### config.mk
export PLATFORM = sky130hd
export DESIGN_NAME = sdram_sched_top
export DESIGN_NICKNAME = d
export VERILOG_FILES = /design/src/logic/sdram_sched_pkg.sv /design/src/logic/sdram_bank_timers.sv /design/src/logic/sdram_cmd_issue.sv /design/src/logic/sdram_rd_return.sv /design/src/logic/sdram_refresh_timer.sv /design/src/logic/sdram_req_decode.sv /design/src/logic/sdram_sched_top.sv
export SDC_FILE = /design/constraint.sdc
export NUM_CORES = 1
export LEC_CHECK = 0
export ABC_AREA = 1
export BUFFER_PORTS_ARGS = -buffer_cell sky130_fd_sc_hd__buf_4
export CORE_MARGIN = 2
export CORE_UTILIZATION = 40
export DETAILED_ROUTE_END_ITERATION = 7
export GPL_ROUTABILITY_DRIVEN = 0
export GPL_TIMING_DRIVEN = 0
export PLACE_DENSITY = 0.57
export SLEW_MARGIN = 20
export SYNTH_ARGS = -nofsm -noshare
export SYNTH_HDL_FRONTEND = slang
export SYNTH_SLANG_ARGS = --single-unit
export TNS_END_PERCENT = 50
### constraint.sdc
create_clock -name clk_i -period 3.95 [get_ports clk_i]
set_input_delay 0.79 -clock clk_i [delete_from_list [all_inputs] [get_ports clk_i]]
set_output_delay 0.79 -clock clk_i [all_outputs]
set_load 0.02 [all_outputs]
### src/logic/sdram_sched_pkg.sv
////////////////////////////////////////////////////////////
// Shared widths, vector types and command encodings for the
// SDRAM scheduler, imported by every pipeline stage
////////////////////////////////////////////////////////////

`default_nettype none

package sdram_sched_pkg;

  // Geometry of the attached SDRAM
  localparam int ROW_W     = 13;
  localparam int BA_W      = 2;
  localparam int COL_W     = 9;
  localparam int BANKS     = 4;
  localparam int ADDR_W    = ROW_W + BA_W + COL_W;
  localparam int DQ_W      = 16;
  localparam int SD_ADDR_W = 13;

  // All-banks bit for PRE, must stay clear for single-bank PRE
  localparam int A10_BIT   = 10;

  typedef logic [ROW_W-1:0]     row_t;
  typedef logic [BA_W-1:0]      bank_t;
  typedef logic [COL_W-1:0]     col_t;
  typedef logic [ADDR_W-1:0]    addr_t;
  typedef logic [DQ_W-1:0]      dq_t;
  typedef logic [SD_ADDR_W-1:0] sd_addr_t;

  // {cs_n, ras_n, cas_n, we_n}
  typedef enum logic [3:0] {
    CMD_NOP = 4'b0111,
    CMD_ACT = 4'b0011,
    CMD_RD  = 4'b0101,
    CMD_WR  = 4'b0100,
    CMD_PRE = 4'b0010,
    CMD_REF = 4'b0001
  } sdram_cmd_e;

  typedef enum logic {
    ST_RUN      = 1'b0,
    ST_REF_WAIT = 1'b1
  } issue_st_e;

endpackage : sdram_sched_pkg

`default_nettype wire

### src/logic/sdram_bank_timers.sv
////////////////////////////////////////////////////////////
// Per-bank tRCD/tRP/tRAS counters and a shared tRC counter,
// loaded from the commands seen on the SDRAM command bus
////////////////////////////////////////////////////////////

`timescale 1ns/10ps
`default_nettype none

module sdram_bank_timers
  import sdram_sched_pkg::*;
#(
  parameter int T_RCD = 3,
  parameter int T_RP  = 3,
  parameter int T_RAS = 6,
  parameter int T_RC  = 9
)
(
  input  wire logic       clk_i,
  input  wire logic       rst_ni,
  input  wire sdram_cmd_e cmd_i,
  input  wire bank_t      ba_i,
  input  wire sd_addr_t   addr_cmd_i,
  output logic [BANKS-1:0] act_ok_o,
  output logic [BANKS-1:0] rw_ok_o,
  output logic [BANKS-1:0] pre_ok_o,
  output logic             ref_ok_o
);

  localparam int CNT_W = $clog2(T_RCD + T_RP + T_RAS + T_RC);
  typedef logic [CNT_W-1:0] cnt_t;

  // Command is seen one cycle late and the next one takes a
  // cycle to register, so each gap is loaded as T - 2
  localparam cnt_t RCD_LD = cnt_t'(T_RCD - 2);
  localparam cnt_t RP_LD  = cnt_t'(T_RP - 2);
  localparam cnt_t RAS_LD = cnt_t'(T_RAS - 2);
  localparam cnt_t RC_LD  = cnt_t'(T_RC - 2);

  cnt_t rcd_cnt [BANKS];
  cnt_t rp_cnt  [BANKS];
  cnt_t ras_cnt [BANKS];
  cnt_t rc_cnt;
  logic rc_ok;
  logic [BANKS-1:0] rp_ok;

  function automatic cnt_t count(input logic load, input cnt_t ld_val, input cnt_t cnt);
    if (load)
      return ld_val;
    return (cnt != '0) ? cnt - 1'b1 : cnt;
  endfunction

  for (genvar b = 0; b < BANKS; b++)
  begin : g_bank
    logic act_hit;
    logic pre_hit;

    assign act_hit = (cmd_i == CMD_ACT) && (ba_i == bank_t'(b));
    assign pre_hit = (cmd_i == CMD_PRE) && (addr_cmd_i[A10_BIT] || ba_i == bank_t'(b));

    always_ff @(posedge clk_i or negedge rst_ni)
    begin
      if (!rst_ni)
      begin
        rcd_cnt[b] <= '0;
        ras_cnt[b] <= '0;
        rp_cnt[b]  <= '0;
      end
      else
      begin
        rcd_cnt[b] <= count(act_hit, RCD_LD, rcd_cnt[b]);
        ras_cnt[b] <= count(act_hit, RAS_LD, ras_cnt[b]);
        rp_cnt[b]  <= count(pre_hit, RP_LD, rp_cnt[b]);
      end
    end

    assign rp_ok[b]    = (rp_cnt[b] == '0);
    assign rw_ok_o[b]  = (rcd_cnt[b] == '0);
    assign pre_ok_o[b] = (ras_cnt[b] == '0);
    assign act_ok_o[b] = rp_ok[b] && rc_ok;
  end

  // Global tRC, restarted by REF and by any ACT
  always_ff @(posedge clk_i or negedge rst_ni)
  begin
    if (!rst_ni)
      rc_cnt <= '0;
    else
      rc_cnt <= count(cmd_i == CMD_REF || cmd_i == CMD_ACT, RC_LD, rc_cnt);
  end

  assign rc_ok    = (rc_cnt == '0);
  assign ref_ok_o = &rp_ok && rc_ok;

endmodule : sdram_bank_timers

`default_nettype wire

### src/logic/sdram_cmd_issue.sv
////////////////////////////////////////////////////////////
// Picks the next SDRAM command from the slot, the bank timers
// and the refresh request, and registers it onto the pins
////////////////////////////////////////////////////////////

`timescale 1ns/10ps
`default_nettype none

module sdram_cmd_issue
  import sdram_sched_pkg::*;
(
  input  wire logic             clk_i,
  input  wire logic             rst_ni,
  input  wire logic             slot_valid_i,
  input  wire logic             slot_we_i,
  input  wire bank_t            slot_bank_i,
  input  wire row_t             slot_row_i,
  input  wire col_t             slot_col_i,
  input  wire dq_t              slot_wdata_i,
  input  wire logic             row_hit_i,
  input  wire logic             bank_open_i,
  input  wire logic             any_open_i,
  input  wire logic [BANKS-1:0] act_ok_i,
  input  wire logic [BANKS-1:0] rw_ok_i,
  input  wire logic [BANKS-1:0] pre_ok_i,
  input  wire logic             ref_ok_i,
  input  wire logic             ref_pending_i,
  output logic                  slot_take_o,
  output sdram_cmd_e            sd_cmd_o,
  output bank_t                 sd_ba_o,
  output sd_addr_t              sd_addr_o,
  output dq_t                   sd_dq_o,
  output logic                  sd_dqoe_o
);

  issue_st_e  st_q, st_d;
  sdram_cmd_e cmd_d;
  bank_t      ba_d;
  sd_addr_t   addr_d;

  ////////////////////////////////////////////////////////////
  // Next command
  ////////////////////////////////////////////////////////////

  always_comb
  begin
    st_d        = st_q;
    cmd_d       = CMD_NOP;
    ba_d        = slot_bank_i;
    addr_d      = '0;
    slot_take_o = 1'b0;

    // Table and timers see a command one cycle after it is issued,
    // so nothing goes out right behind another command
    if (sd_cmd_o == CMD_NOP)
    begin
      case (st_q)
        ST_REF_WAIT:
          if (ref_ok_i)
          begin
            cmd_d = CMD_REF;
            st_d  = ST_RUN;
          end
        default:
          if (ref_pending_i)
          begin
            if (any_open_i)
            begin
              if (&pre_ok_i)
              begin
                cmd_d           = CMD_PRE;
                addr_d[A10_BIT] = 1'b1;
                st_d            = ST_REF_WAIT;
              end
            end
            else if (ref_ok_i)
              cmd_d = CMD_REF;
          end
          else if (slot_valid_i)
          begin
            if (row_hit_i)
            begin
              if (rw_ok_i[slot_bank_i])
              begin
                cmd_d              = slot_we_i ? CMD_WR : CMD_RD;
                addr_d[COL_W-1:0]  = slot_col_i;
                slot_take_o        = 1'b1;
              end
            end
            else if (!bank_open_i)
            begin
              if (act_ok_i[slot_bank_i])
              begin
                cmd_d             = CMD_ACT;
                addr_d[ROW_W-1:0] = slot_row_i;
              end
            end
            else if (pre_ok_i[slot_bank_i])
              cmd_d = CMD_PRE;
          end
      endcase
    end
  end

  always_ff @(posedge clk_i or negedge rst_ni)
  begin
    if (!rst_ni)
    begin
      st_q      <= ST_RUN;
      sd_cmd_o  <= CMD_NOP;
      sd_dqoe_o <= 1'b0;
    end
    else
    begin
      st_q      <= st_d;
      sd_cmd_o  <= cmd_d;
      sd_dqoe_o <= (cmd_d == CMD_WR);
    end
  end

  // Address, bank and write data ride along with the command
  always_ff @(posedge clk_i)
  begin
    sd_ba_o   <= ba_d;
    sd_addr_o <= addr_d;
    if (slot_take_o && slot_we_i)
      sd_dq_o <= slot_wdata_i;
  end

endmodule : sdram_cmd_issue

`default_nettype wire

### src/logic/sdram_rd_return.sv
////////////////////////////////////////////////////////////
// CAS-latency marker line; captures DQ and flags each read
////////////////////////////////////////////////////////////

`timescale 1ns/10ps
`default_nettype none

module sdram_rd_return
  import sdram_sched_pkg::*;
#(
  parameter int CAS_LAT = 3
)
(
  input  wire logic       clk_i,
  input  wire logic       rst_ni,
  input  wire sdram_cmd_e cmd_i,
  input  wire dq_t        sd_dq_i,
  output logic            rd_valid_o,
  output dq_t             rd_data_o
);

  // One marker per RD, several may be in flight
  logic [CAS_LAT-1:0] mark_q;

  always_ff @(posedge clk_i or negedge rst_ni)
  begin
    if (!rst_ni)
    begin
      mark_q     <= '0;
      rd_valid_o <= 1'b0;
    end
    else
    begin
      mark_q[0] <= (cmd_i == CMD_RD);
      for (int i = 1; i < CAS_LAT; i++)
        mark_q[i] <= mark_q[i-1];
      rd_valid_o <= mark_q[CAS_LAT-1];
    end
  end

  always_ff @(posedge clk_i)
  begin
    if (mark_q[CAS_LAT-1])
      rd_data_o <= sd_dq_i;
  end

endmodule : sdram_rd_return

`default_nettype wire

### src/logic/sdram_refresh_timer.sv
////////////////////////////////////////////////////////////
// Refresh interval tick and a small pending-refresh count
////////////////////////////////////////////////////////////

`timescale 1ns/10ps
`default_nettype none

module sdram_refresh_timer
  import sdram_sched_pkg::*;
#(
  parameter int T_REFI = 400
)
(
  input  wire logic       clk_i,
  input  wire logic       rst_ni,
  input  wire sdram_cmd_e cmd_i,
  output logic            ref_pending_o
);

  localparam int REFI_W = $clog2(T_REFI);
  typedef logic [REFI_W-1:0] refi_t;

  refi_t      interval_q;
  logic [2:0] pending_q;
  logic       tick;
  logic       ref_seen;

  assign tick     = (interval_q == '0);
  assign ref_seen = (cmd_i == CMD_REF);

  always_ff @(posedge clk_i or negedge rst_ni)
  begin
    if (!rst_ni)
    begin
      interval_q <= refi_t'(T_REFI - 1);
      pending_q  <= '0;
    end
    else
    begin
      interval_q <= tick ? refi_t'(T_REFI - 1) : interval_q - 1'b1;
      // Tick and REF together leave the count alone
      if (tick && !ref_seen && pending_q != 3'd7)
        pending_q <= pending_q + 1'b1;
      else if (ref_seen && !tick && pending_q != 3'd0)
        pending_q <= pending_q - 1'b1;
    end
  end

  assign ref_pending_o = |pending_q;

endmodule : sdram_refresh_timer

`default_nettype wire

### src/logic/sdram_req_decode.sv
////////////////////////////////////////////////////////////
// Request slot with address split and open-row table; tells
// the issue stage whether the held access hits an open row
////////////////////////////////////////////////////////////

`timescale 1ns/10ps
`default_nettype none

module sdram_req_decode
  import sdram_sched_pkg::*;
(
  input  wire logic       clk_i,
  input  wire logic       rst_ni,
  input  wire logic       req_i,
  input  wire logic       we_i,
  input  wire addr_t      addr_i,
  input  wire dq_t        wdata_i,
  input  wire logic       slot_take_i,
  input  wire sdram_cmd_e cmd_i,
  input  wire bank_t      ba_i,
  input  wire sd_addr_t   addr_cmd_i,
  output logic            ack_o,
  output logic            slot_valid_o,
  output logic            slot_we_o,
  output bank_t           slot_bank_o,
  output row_t            slot_row_o,
  output col_t            slot_col_o,
  output dq_t             slot_wdata_o,
  output logic            row_hit_o,
  output logic            bank_open_o,
  output logic            any_open_o
);

  logic             accept;
  logic [BANKS-1:0] open_q;
  row_t             row_q [BANKS];

  // Slot frees on the same edge the RD/WR is registered
  assign accept = req_i && (!slot_valid_o || slot_take_i);

  always_ff @(posedge clk_i or negedge rst_ni)
  begin
    if (!rst_ni)
    begin
      ack_o        <= 1'b0;
      slot_valid_o <= 1'b0;
    end
    else
    begin
      ack_o        <= accept;
      slot_valid_o <= accept || (slot_valid_o && !slot_take_i);
    end
  end

  // Host address is {row, bank, col}
  always_ff @(posedge clk_i)
  begin
    if (accept)
    begin
      slot_we_o    <= we_i;
      slot_col_o   <= addr_i[COL_W-1:0];
      slot_bank_o  <= addr_i[COL_W +: BA_W];
      slot_row_o   <= addr_i[COL_W+BA_W +: ROW_W];
      slot_wdata_o <= wdata_i;
    end
  end

  ////////////////////////////////////////////////////////////
  // Open-row table, follows the command bus
  ////////////////////////////////////////////////////////////

  always_ff @(posedge clk_i or negedge rst_ni)
  begin
    if (!rst_ni)
      open_q <= '0;
    else if (cmd_i == CMD_ACT)
      open_q[ba_i] <= 1'b1;
    else if (cmd_i == CMD_PRE)
    begin
      if (addr_cmd_i[A10_BIT])
        open_q <= '0;
      else
        open_q[ba_i] <= 1'b0;
    end
  end

  always_ff @(posedge clk_i)
  begin
    if (cmd_i == CMD_ACT)
      row_q[ba_i] <= addr_cmd_i[ROW_W-1:0];
  end

  assign bank_open_o = open_q[slot_bank_o];
  assign row_hit_o   = slot_valid_o && bank_open_o && (row_q[slot_bank_o] == slot_row_o);
  assign any_open_o  = |open_q;

endmodule : sdram_req_decode

`default_nettype wire

### src/logic/sdram_sched_top.sv
////////////////////////////////////////////////////////////
// Scheduler top level; fixes the SDRAM timing and connects
// decode, timers, issue and read return around the command bus
////////////////////////////////////////////////////////////

`timescale 1ns/10ps
`default_nettype none

module sdram_sched_top
  import sdram_sched_pkg::*;
#(
  parameter int T_RCD   = 3,
  parameter int T_RP    = 3,
  parameter int T_RAS   = 6,
  parameter int T_RC    = 9,
  parameter int CAS_LAT = 3,
  parameter int T_REFI  = 400
)
(
  input  wire logic       clk_i,
  input  wire logic       rst_ni,
  input  wire logic       req_i,
  input  wire logic       we_i,
  input  wire addr_t      addr_i,
  input  wire dq_t        wdata_i,
  output logic            ack_o,
  output logic            rd_valid_o,
  output dq_t             rd_data_o,
  output sdram_cmd_e      sd_cmd_o,
  output bank_t           sd_ba_o,
  output sd_addr_t        sd_addr_o,
  output dq_t             sd_dq_o,
  output logic            sd_dqoe_o,
  input  wire dq_t        sd_dq_i
);

  logic             slot_valid, slot_we, slot_take;
  bank_t            slot_bank;
  row_t             slot_row;
  col_t             slot_col;
  dq_t              slot_wdata;
  logic             row_hit, bank_open, any_open;
  logic [BANKS-1:0] act_ok, rw_ok, pre_ok;
  logic             ref_ok, ref_pending;

  sdram_req_decode u_decode (
    .clk_i, .rst_ni, .req_i, .we_i, .addr_i, .wdata_i,
    .slot_take_i (slot_take),    .cmd_i (sd_cmd_o),
    .ba_i (sd_ba_o),             .addr_cmd_i (sd_addr_o),
    .ack_o,
    .slot_valid_o (slot_valid),  .slot_we_o (slot_we),
    .slot_bank_o (slot_bank),    .slot_row_o (slot_row),
    .slot_col_o (slot_col),      .slot_wdata_o (slot_wdata),
    .row_hit_o (row_hit),        .bank_open_o (bank_open),
    .any_open_o (any_open)
  );

  sdram_bank_timers #(.T_RCD(T_RCD), .T_RP(T_RP), .T_RAS(T_RAS), .T_RC(T_RC)) u_timers (
    .clk_i, .rst_ni,
    .cmd_i (sd_cmd_o), .ba_i (sd_ba_o), .addr_cmd_i (sd_addr_o),
    .act_ok_o (act_ok), .rw_ok_o (rw_ok), .pre_ok_o (pre_ok), .ref_ok_o (ref_ok)
  );

  sdram_refresh_timer #(.T_REFI(T_REFI)) u_refresh (
    .clk_i, .rst_ni, .cmd_i (sd_cmd_o), .ref_pending_o (ref_pending)
  );

  sdram_cmd_issue u_issue (
    .clk_i, .rst_ni,
    .slot_valid_i (slot_valid),  .slot_we_i (slot_we),
    .slot_bank_i (slot_bank),    .slot_row_i (slot_row),
    .slot_col_i (slot_col),      .slot_wdata_i (slot_wdata),
    .row_hit_i (row_hit),        .bank_open_i (bank_open),
    .any_open_i (any_open),
    .act_ok_i (act_ok), .rw_ok_i (rw_ok), .pre_ok_i (pre_ok),
    .ref_ok_i (ref_ok),          .ref_pending_i (ref_pending),
    .slot_take_o (slot_take),
    .sd_cmd_o, .sd_ba_o, .sd_addr_o, .sd_dq_o, .sd_dqoe_o
  );

  sdram_rd_return #(.CAS_LAT(CAS_LAT)) u_rd_return (
    .clk_i, .rst_ni, .cmd_i (sd_cmd_o), .sd_dq_i, .rd_valid_o, .rd_data_o
  );

endmodule : sdram_sched_top

`default_nettype wire

==> reports/metrics.yaml, run 1 <==
wl_per_cell_um: 13.8
grt_pass1_wl_mm: 31.7
postCtsHoldBufs: 0
setup_viol: 0
fill_cells: 2200
mostFrequentLayoutCell: "nand2_1"
power_frac_comb_pct: 1.3
portBuffers: 112
via_per_inst: 4.63
dr_total_vias: 6386
switching_share_pct: 19.2
max_slew_margin_pct: 41.9
cap_violations: 0
synth.cell_area_mm2: 0.00979
hold_class: "register to register"
clock_tree.root_cell: "clkbuf_16"
synth-seq-area-share_pct: 65.4
dr.first_iter.drc_count: 398
yosysUniqueCellTypes: 41
dp_hpwl_mm: 13.0
cts.path.max_buffers: 3
finalHoldViolCount: 0
min_path_cells: 0
pre_cts_slack_ps: 969
antenna_found_initial: 0
slew_viol_final: 0
htree_levels: 1
design_area_mm2: 0.0119
cp-end-kind: "register"
synth_cells: 898
pwr-share-seq_pct: 53.5
start_util_pct: 40.5
fp-row-count: 57
n_antenna_cell: 0
r2r_slack_ps: 1030
die-area_mm2: 0.0257
synth_edf_count: 125
cts_tree: "yes"
routed_wl_mm: 19.1
rsz0062_at_grt: "no"
synth.avg_cell_area_um2: 10.9
pwr_density_cell_mw_per_mm2: 403
drc: 0
gr-total-overflow: 0
layout-drive-gt1-share_pct: 18.3
synthFlopType: "edfxtp_1"
fp.dieH_um: 160
fp.dieW_um: 160
final_cell_mix: "nand2_1, edfxtp_1, inv_1"
peakVddDrop_v: 0.000388
clkTransAtPathRegs_ps: 60
coreArea_mm2: 0.0242
power_frac_clock_pct: 45.1
tritoncts.num_buffers: 25
synthToLayoutAreaGrowth_pct: 21.1
post-cts-setup-buffers: 0
synth-async-reset-ratio_pct: 39.3
cts_resized: 0
crit_arrival_ps: 3060
period_needed_ps: 2920
status: "finished, final reports clean"
place_inst: 1335
min_to: "u_rd_return.mark_q[1]"
p_leak_uw: 0.00541
yosys_warnings: 0
critical_path_class: "register to register"
r2r-end: "u_issue.sd_dq_o[6]"
grt_usage_pct: 15.2
ys_ff_latch: 234
grt_start_max_net_pins: 93
max_freq_ghz: 0.342
worst_ep_required_time_ps: 4090
finalCritPeriodShare_pct: 74.0
tightestPinTransition_ps: 871
finalSetupTns_ps: 0
fin_skew_ps: 16.0
rr_worst_depth: 12
p_int_uw: 3870
grt_pass1_vias: 6255
crit_fanout: 16
fin_cells: 1380
nNetsFinal: 1126
first_pass_iters: 4
start_kind: "register"
post_dp_cell_area_mm2: 0.0111
clock-sinks: 234
drtAntennaViolNets: 0
finalWorstSetupSlack_ps: 1030
synthesis.nets: 986
hold_start: "u_rd_return.mark_q[0]"
ios: 114
hold_slack_ps: 347
clk_latency_ps: 510
power_switching_uw: 916
==> layer usage <==
metal / vias to the layer above / share of wire (%) / GRT usage [%]
met5: - / 0 / 0
met4: 0 / 2.1 / 4.34
met3: 30 / 5.5 / 3.25
met2: 124 / 46 / 24.2
met1: 2990 / 47 / 21.0
li1: 3242 / - / -
==> cells in the mapped netlist, drive strengths merged, types with 5 or more instances <==
cell / number / share of area (%)
a211oi: 8 / 0.61
buf: 11 / 0.97
o21ai: 25 / 1.3
a31oi: 5 / 0.32
dfrtp: 83 / 21
inv: 127 / 4.9
nor3: 26 / 1.3
o22ai: 10 / 1.1
a21oi: 23 / 1.2
xnor2: 7 / 0.63
edfxtp: 125 / 38
dfstp: 9 / 2.4
nand3: 73 / 3.8
xor2: 28 / 2.5
dfxtp: 17 / 3.5
nand2: 185 / 7.1
nor2: 84 / 3.3
ha: 27 / 3.5
==> flip-flops by register name, indices dropped and copies added, names as in the netlist, 16 cells and up, named ones only <==
register	count
u_decode.row_q	52
u_decode.slot_wdata_o	16
u_issue.sd_dq_o	16
u_rd_return.rd_data_o	16
u_timers.ras_cnt	20
u_timers.rcd_cnt	20
u_timers.rp_cnt	20
==> critical path, stage by stage, from the launching register on <==
cell and delay [ps]:
dfxtp_1 460, inv_2 100, buf_2 230, nand3_1 140
nand2_1 60, nand2_1 50, nand2_1 40, nor2_1 210
nand2_1 140, nor2_4 150, nand4_2 140, buf_6 210
nor2_2 610
==> worst max path at each step <==
stage                       startpoint                      end  slack, ps
2_1_floorplan      u_timers.rcd_cnt[0]  u_decode.slot_bank_o[0]       1180
3_3_place_gp                  register   u_decode.slot_row_o[9]        350
4_1_cts                       register       u_issue.sd_dq_o[5]        980
5_1_grt        u_decode.slot_bank_o[0]       u_issue.sd_dq_o[1]        730
3_5_place_dp                  register       u_issue.sd_dq_o[3]        970
6_report                      register       u_issue.sd_dq_o[6]       1030
==> cells by family after synthesis <==
group,Yosys count,synth area share (%)
other cells,1,0.0383
mux,1,0.115
buf+inv,138,5.92
xor+xnor,35,3.13
fa+ha+maj,28,3.65
simple gates,381,16.5
compound gates,80,5.21
flops,234,65.4
==> per-stage QoR <==
stage | util, % | total power [µW]
3_5_place_dp | 45.9 | 2680
5_1_grt | 49.1 | 4960
6_report | 49.1 | 4780
2_1_floorplan | - | 2610
3_3_place_gp | 45.7 | 2670
4_1_cts | 49.1 | 4860
==> power groups by stage <==
stage	registers, µW	logic, µW	clock network, µW
6_report	2560	64.0	2160
5_1_grt	2560	71.8	2320
4_1_cts	2560	66.2	2240
3_5_place_dp	2610	66.1	0
3_3_place_gp	2610	65.0	0
2_1_floorplan	2610	1.78	0
==> cell type report <==
cell class | count | area (µm²) | area share (%)
plain buffers | 11 | 95.1 | 0.802
clock inverters | 9 | 71.3 | 0.601
multi-input cells | 526 | 2840 | 23.9
flip-flops and latches | 234 | 6410 | 54.0
clock buffers | 36 | 687 | 5.79
inverters | 127 | 484 | 4.08
repair buffers | 113 | 872 | 7.35
well taps | 324 | 405 | 3.42
No activity file was read; power rests on OpenSTA's default activity.
==> run 2: changes to the inputs <==
==> constraint.sdc (replaced) <==
create_clock -name clk_i -period 2.8 [get_ports clk_i]
set_input_delay 0.56 -clock clk_i [delete_from_list [all_inputs] [get_ports clk_i]]
set_output_delay 0.56 -clock clk_i [all_outputs]
set_load 0.02 [all_outputs]
==> reports/metrics.yaml, run 2 (same netlist as run 1, synthesis figures left out) <==
fill_cells: 2193  # was 2200
dr.first_iter.drc_count: 378  # was 398
max_freq_ghz: 0.385  # was 0.342 GHz
fin_cells: 1384  # was 1380
hold_class: "input port to async pin"  # was register to register
clock_tree.root_cell: "clkbuf_16"  # unchanged
coreArea_mm2: 0.0242  # unchanged
status: "finished, final reports clean"  # unchanged
postCtsHoldBufs: 0  # unchanged
first_pass_iters: 4  # unchanged
rr_worst_depth: 14  # was 12
largest_register_ffs: 52  # unchanged
via_per_inst: 4.63  # about the same
drtAntennaViolNets: 0  # unchanged
portBuffers: 112  # unchanged
clk_latency_ps: 510  # about the same
synthToLayoutAreaGrowth_pct: 21.9  # was 21.1%
post-route-util_pct: 49.4  # was 49.1%
finalCritPeriodShare_pct: 92.7  # was 74.0%
n_antenna_cell: 0  # unchanged
regMostFlops: "u_decode.row_q"  # unchanged
dr_total_vias: 6411  # was 6386
cts_tree: "yes"  # unchanged
place_inst: 1335  # unchanged
slew_viol_final: 0  # unchanged
start_kind: "register"  # unchanged
fp.dieW_um: 160  # unchanged
rsz0062_at_grt: "no"  # unchanged
final_cell_mix: "nand2_1, edfxtp_1, inv_1"  # unchanged
layout-drive-gt1-share_pct: 18.8  # was 18.3%
mostFrequentLayoutCell: "nand2_1"  # unchanged
fp-row-count: 57  # unchanged
htree_levels: 1  # unchanged
crit_chain: "inv_2, buf_2, nand3_1, nand2_1, nand2_1, nand2_1, nor2_1, nand2_1, nor2_4, nand4_2, nand2_2, nand2_1, clkinv_4, buf_16"  # was inv_2, buf_2, nand3_1, nand2_1, nand2_1, nand2_1, nor2_1, nand2_1, nor2_4, nand4_2, buf_6, nor2_2
clock-sinks: 234  # unchanged
setup_viol: 0  # unchanged
grt_pass1_wl_mm: 31.7  # about the same
tritoncts.num_buffers: 25  # unchanged
clkTransAtPathRegs_ps: 60  # about the same
antenna_found_initial: 0  # unchanged
routed_wl_mm: 19.1  # about the same
max_slew_margin_pct: 42.1  # was 41.9%
cap_violations: 0  # unchanged
crit_fanout: 24  # was 16
peakVddDrop_v: 0.000548  # was 0.000388 V
ios: 114  # unchanged
crit_arrival_ps: 2800  # was 3060 ps
nNetsFinal: 1130  # was 1126
tightestPinTransition_ps: 868  # was 871 ps
r2r-end: "u_decode.slot_row_o[10]"  # was u_issue.sd_dq_o[6]
period_needed_ps: 2600  # was 2920 ps
gr-total-overflow: 0  # unchanged
cp-end-kind: "register"  # unchanged
slowest_delay_ps: 460  # was 610 ps
wl_per_cell_um: 13.8  # about the same
start_util_pct: 40.5  # unchanged
pwr_density_cell_mw_per_mm2: 566  # was 403 mW/mm²
fin_skew_ps: 15.2  # was 16.0 ps
die-area_mm2: 0.0257  # unchanged
crit_path_top_delay_cell: "dfxtp_1"  # was nor2_2
finalHoldViolCount: 0  # unchanged
dp_hpwl_mm: 13.0  # unchanged
grt_pass1_vias: 6262  # was 6255
r2r_slack_ps: 200  # was 1030 ps
worst_ep_required_time_ps: 3000  # was 4090 ps
cts.path.max_buffers: 3  # unchanged
crit_top_cell: "nand2_1"  # unchanged
fp.dieH_um: 160  # unchanged
grt_usage_pct: 15.2  # about the same
p_leak_uw: 0.00544  # was 0.00541 µW
critical_path_class: "register to register"  # unchanged
drc: 0  # unchanged
grt_start_max_net_pins: 93  # unchanged
[run 2: cell count changes in the layout (fill, tap and decap cells not counted), sizes merged]
cell    delta
clkinv     +1
buf        +4
inv        -1
[run 2: layer usage]
metal | part of all wire [%] | up-vias | routed length [µm] | GRT usage (%)
met5 | 0 | - | 0 | 0
met4 | 2.0 | 0 | 391 | 4.34
met3 | 5.0 | 30 | 947 | 3.25
met2 | 46 | 112 | 8740 | 24.2
met1 | 47 | 3021 | 9010 | 21.0
li1 | - | 3248 | - | -
[run 2: worst max-delay path by stage]
| stage | start | end | slack (ps) |
|---|---|---|---|
| 3_3_place_gp | register | u_decode.slot_row_o[9] | -800 |
| 5_1_grt | register | u_decode.slot_row_o[1] | 0.8 |
| 2_1_floorplan | u_timers.rcd_cnt[0] | u_decode.slot_bank_o[0] | 30 |
| 3_5_place_dp | register | u_issue.sd_dq_o[3] | -180 |
| 6_report | register | u_decode.slot_row_o[10] | 200 |
| 4_1_cts | register | u_decode.slot_row_o[9] | 30 |
[run 2: per-stage QoR]
step / cell area [µm²] / hold slack (ps) / setup slack, ps / power, µW / setup TNS, ps
floorplan: 9790 / 264 / 31.0 / 3680 / 0
global placement: 11000 / 332 / -802 / 3770 / -71500
detailed placement: 11100 / 335 / -181 / 3770 / -5680
CTS: 11900 / 168 / 25.1 / 6860 / 0
global route: 11900 / 194 / 0.788 / 6990 / 0
finish: 11900 / 132 / 205 / 6750 / 0
[run 2: report_power, final]
| part | internal (µW) | leakage (µW) | total, µW | switching [µW] |
|---|---|---|---|---|
| Combinational | 52.3 | 0.00274 | 90.3 | 37.9 |
| Sequential | 3610 | 0.00233 | 3610 | 0 |
| Clock | 1790 | 0.000374 | 3050 | 1260 |
| Total | 5460 | 0.00544 | 6750 | 1300 |
[run 2: layout make-up]
| cell class | instances | area (µm²) | area share (%) |
|---|---|---|---|
| Sequential cell | 234 | 6410 | 53.7 |
| Inverter | 127 | 489 | 4.10 |
| Tap cell | 324 | 405 | 3.40 |
| Clock inverter | 9 | 71.3 | 0.598 |
| Clock buffer | 36 | 687 | 5.76 |
| Timing Repair Buffer | 117 | 927 | 7.77 |
| Multi-Input combinational cell | 526 | 2850 | 23.9 |
| Buffer | 11 | 95.1 | 0.797 |
[run 2: worst max-delay path: cells and delay by family, from the launching register on]
kind / cells / cell delay (ps)
buf+inv: 4 / 600
flops: 1 / 460
simple gates: 10 / 1190
[run 2: what timing repair did]
item,in CTS,in global routing
gates cloned,0,0
gates resized for setup,3,3
setup endpoints to repair,40,41
setup buffers,0,4
pin swaps,0,1
==> run 3: changes to the inputs <==
--- a/config.mk
+++ b/config.mk
@@ -9,6 +9,7 @@
 export BUFFER_PORTS_ARGS = -buffer_cell sky130_fd_sc_hd__buf_4
 export CORE_MARGIN = 2
 export CORE_UTILIZATION = 40
+export CTS_CLUSTER_DIAMETER = 60
 export DETAILED_ROUTE_END_ITERATION = 7
 export GPL_ROUTABILITY_DRIVEN = 0
 export GPL_TIMING_DRIVEN = 0
@@ -16,5 +17,6 @@
 export SLEW_MARGIN = 20
 export SYNTH_ARGS = -nofsm -noshare
 export SYNTH_HDL_FRONTEND = slang
+export SYNTH_HIERARCHICAL = 1
 export SYNTH_SLANG_ARGS = --single-unit
 export TNS_END_PERCENT = 50
==> reports/metrics.yaml, run 3 <==
status: "finished, final reports clean"  # unchanged
pwr_density_cell_mw_per_mm2: 863  # was 566 mW/mm²
slew_viol_final: 0  # unchanged
start_util_pct: 41.0  # was 40.5%
fp.dieW_um: 162  # was 160 µm
crit_arrival_ps: 2880  # was 2800 ps
synthXorXnorAreaFrac_pct: 1.22  # was 3.13%
crit_top_cell: "nand2_1"  # unchanged
via_per_inst: 4.62  # was 4.63
slowest_delay_ps: 330  # was 460 ps
setup_viol: 0  # unchanged
start_kind: "register"  # unchanged
postCtsHoldBufs: 0  # unchanged
grt_pass1_wl_mm: 33.8  # was 31.7 mm
dp_hpwl_mm: 13.6  # was 13.0 mm
crit_chain: "buf_6, inv_6, buf_8, nand2_1, nand3_1, nand2_1, nand2_1, nand2_1, nand2_1, nor2_1, nand2_1, nor2_4, nand2_1, a31oi_2, nand3_2, inv_4, o21ai_4, clkinvlp_4, buf_12"  # was inv_2, buf_2, nand3_1, nand2_1, nand2_1, nand2_1, nor2_1, nand2_1, nor2_4, nand4_2, nand2_2, nand2_1, clkinv_4, buf_16
drtAntennaViolNets: 0  # unchanged
antenna_found_initial: 0  # unchanged
period_needed_ps: 2640  # was 2600 ps
yosysUniqueCellTypes: 39  # was 41
synthSimpleGateAreaFrac_pct: 24.1  # was 16.5%
crit_family: "simple AND/OR/NAND/NOR gates"  # unchanged
grt_start_max_net_pins: 93  # unchanged
fin_skew_ps: 25.9  # was 15.2 ps
clock_tree.root_cell: "clkbuf_16"  # unchanged
crit_fanout: 12  # was 24
max_slew_margin_pct: 40.3  # was 42.1%
multi_input_area_mm2: 0.00304  # was 0.00285 mm²
sequential_cell_area_mm2: 0.00641  # about the same
ys_ff_latch: 234  # unchanged
synthTopCellsByCount: "nand2_1, inv_1, edfxtp_1"  # was nand2_1, edfxtp_1, inv_1
ios: 114  # unchanged
grt_pass1_vias: 6834  # was 6262
first_pass_iters: 4  # unchanged
dr_total_vias: 7029  # was 6411
wl_per_cell_um: 13.6  # was 13.8 µm
p_leak_uw: 0.00587  # was 0.00544 µW
post-route-util_pct: 51.3  # was 49.4%
grt_usage_pct: 15.9  # was 15.2%
power_uw: 10800  # was 6750 µW
synth.cell_area_mm2: 0.0100  # was 0.00979 mm²
hold_class: "input port to async pin"  # unchanged
rsz0062_at_grt: "yes"  # was no
largest_register_ffs: 52  # unchanged
max_freq_ghz: 0.379  # was 0.385 GHz
synth_edf_count: 125  # unchanged
yosysMostFrequentCell: "nand2_1"  # unchanged
yosys_warnings: 6  # was 0
synthAdderAreaFrac_pct: 1.94  # was 3.65%
gr-total-overflow: 0  # unchanged
portBuffers: 112  # unchanged
coreArea_mm2: 0.0245  # was 0.0242 mm²
drc: 0  # unchanged
synthFlopType: "edfxtp_1"  # unchanged
post_dp_cell_area_mm2: 0.0113  # was 0.0111 mm²
cap_violations: 0  # unchanged
cts_tree: "yes"  # unchanged
tritoncts.num_buffers: 28  # was 25
synthMuxAreaShare_pct: 0  # was 0.115%
hold_slack_ps: 84.7  # was 132 ps
synth-seq-area-share_pct: 63.8  # was 65.4%
netlist.area_leader.share_pct: 37.4  # was 38.3%
synth_area_leaders: "edfxtp_1, dfrtp_1, nand2_1, inv_1, nand3_1"  # unchanged
dr.first_iter.drc_count: 416  # was 378
synth.avg_cell_area_um2: 9.86  # was 10.9 µm²
r2r_slack_ps: 160  # was 200 ps
synth-async-reset-ratio_pct: 39.3  # unchanged
clk_latency_ps: 550  # was 510 ps
tightestPinTransition_ps: 895  # was 868 ps
synthToLayoutAreaGrowth_pct: 25.1  # was 21.9%
clkTransAtPathRegs_ps: 60  # about the same
nNetsFinal: 1250  # was 1130
finalHoldViolCount: 0  # unchanged
cp_num_buf_inv: 6  # was 4
rr_worst_depth: 19  # was 14
worst_ep_required_time_ps: 3040  # was 3000 ps
critical_path_class: "register to register"  # unchanged
crit_path_top_delay_cell: "dfxtp_2"  # was dfxtp_1
n_antenna_cell: 0  # unchanged
r2r-end: "u_decode/slot_bank_o[1]"  # was u_decode.slot_row_o[10]
synthesis.nets: 1093  # was 986
regMostFlops: "u_decode/row_q"  # was u_decode.row_q
fill_cells: 2236  # was 2193
finalSetupTns_ps: 0  # unchanged
design_area_mm2: 0.0126  # was 0.0119 mm²
fp.dieH_um: 162  # was 160 µm
synth_compound_area_share_pct: 2.49  # was 5.21%
final_cell_mix: "nand2_1, inv_1, edfxtp_1"  # was nand2_1, edfxtp_1, inv_1
clock-sinks: 234  # unchanged
cts.path.max_buffers: 3  # unchanged
finalCritPeriodShare_pct: 94.3  # was 92.7%
fp-row-count: 57  # unchanged
yosysTopAreaCell: "edfxtp_1"  # unchanged
synth_top_family_by_area: "simple AND/OR/NAND/NOR gates"  # unchanged
synth_cells: 1018  # was 898
mostFrequentLayoutCell: "nand2_1"  # unchanged
die-area_mm2: 0.0264  # was 0.0257 mm²
htree_levels: 1  # unchanged
routed_wl_mm: 20.7  # was 19.1 mm
peakVddDrop_v: 0.000540  # was 0.000548 V
cp-end-kind: "register"  # unchanged
layout-drive-gt1-share_pct: 20.0  # was 18.8%
## run 3: worst max path at each step
stage                                           to  depth (start not counted)  slack (ps)     start
after floorplan            u_decode/slot_bank_o[0]                         17          40  register
after global placement                    register                         16        -860  register
after detailed placement  u_decode/slot_wdata_o[6]                         14        -870  register
after CTS                                 register                         17          20  register
after global routing       u_decode/slot_bank_o[1]                         18          -7  register
final                      u_decode/slot_bank_o[1]                         19         160  register
## run 3: worst register-to-register path: cells and delay by family (launching register included)
kind                   cells  cell delay (ps)
buffers and inverters      6              710
and+or+nand+nor           11             1010
AOI/OAI and AO/OA          2              310
DFF                        1              330
## run 3: final cells by class
class | count | area share (%)
plain buffers | 10 | 0.777
clock buffers | 34 | 6.09
repair buffers | 123 | 7.73
flip-flops and latches | 234 | 51.1
clock inverters | 18 | 2.21
well taps | 324 | 3.23
inverters | 146 | 4.46
multi-input cells | 628 | 24.2
repair inverters | 4 | 0.239
## run 3: cells by family (layout without fill, tap and decap cells)
group,Yosys count,after routing
compound gates,47,47
xor+xnor,14,14
fa+ha+maj,15,15
buf+inv,156,335
flops,234,234
other cells,1,1
simple gates,551,551
## run 3: per-layer routing
layer  track usage [%]  share of wire [%]  up-vias
met2              26.4                 47      120
met3              2.88                5.0       26
met4              3.70                1.3        0
met5                 0                  0        -
met1              22.0                 47     3292
li1                  -                  -     3591
## run 3: per-stage QoR
| step | cells | setup slack, ps |
|---|---|---|
| final | 1521 | 160 |
| after CTS | 1515 | 21.2 |
| after global placement | 1454 | -865 |
| after global routing | 1521 | -7.44 |
| after floorplan | 1018 | 38.3 |
| after detailed placement | 1455 | -870 |
## run 3: repair_timing
| item | CTS | global route |
|---|---|---|
| gates cloned | 4 | 0 |
| setup buffers | 4 | 6 |
| pin swaps | 0 | 5 |
| hold endpoints to repair | 0 | 0 |
| endpoints found under the setup margin | 60 | 60 |
| gates resized for setup | 13 | 9 |
## run 3: power by group
group          switching [µW]  total (µW)  leakage [µW]  internal, µW
clock network            1480        4000      0.000505          2520
logic                    1380        2320       0.00300           942
registers                 370        4520       0.00237          4150
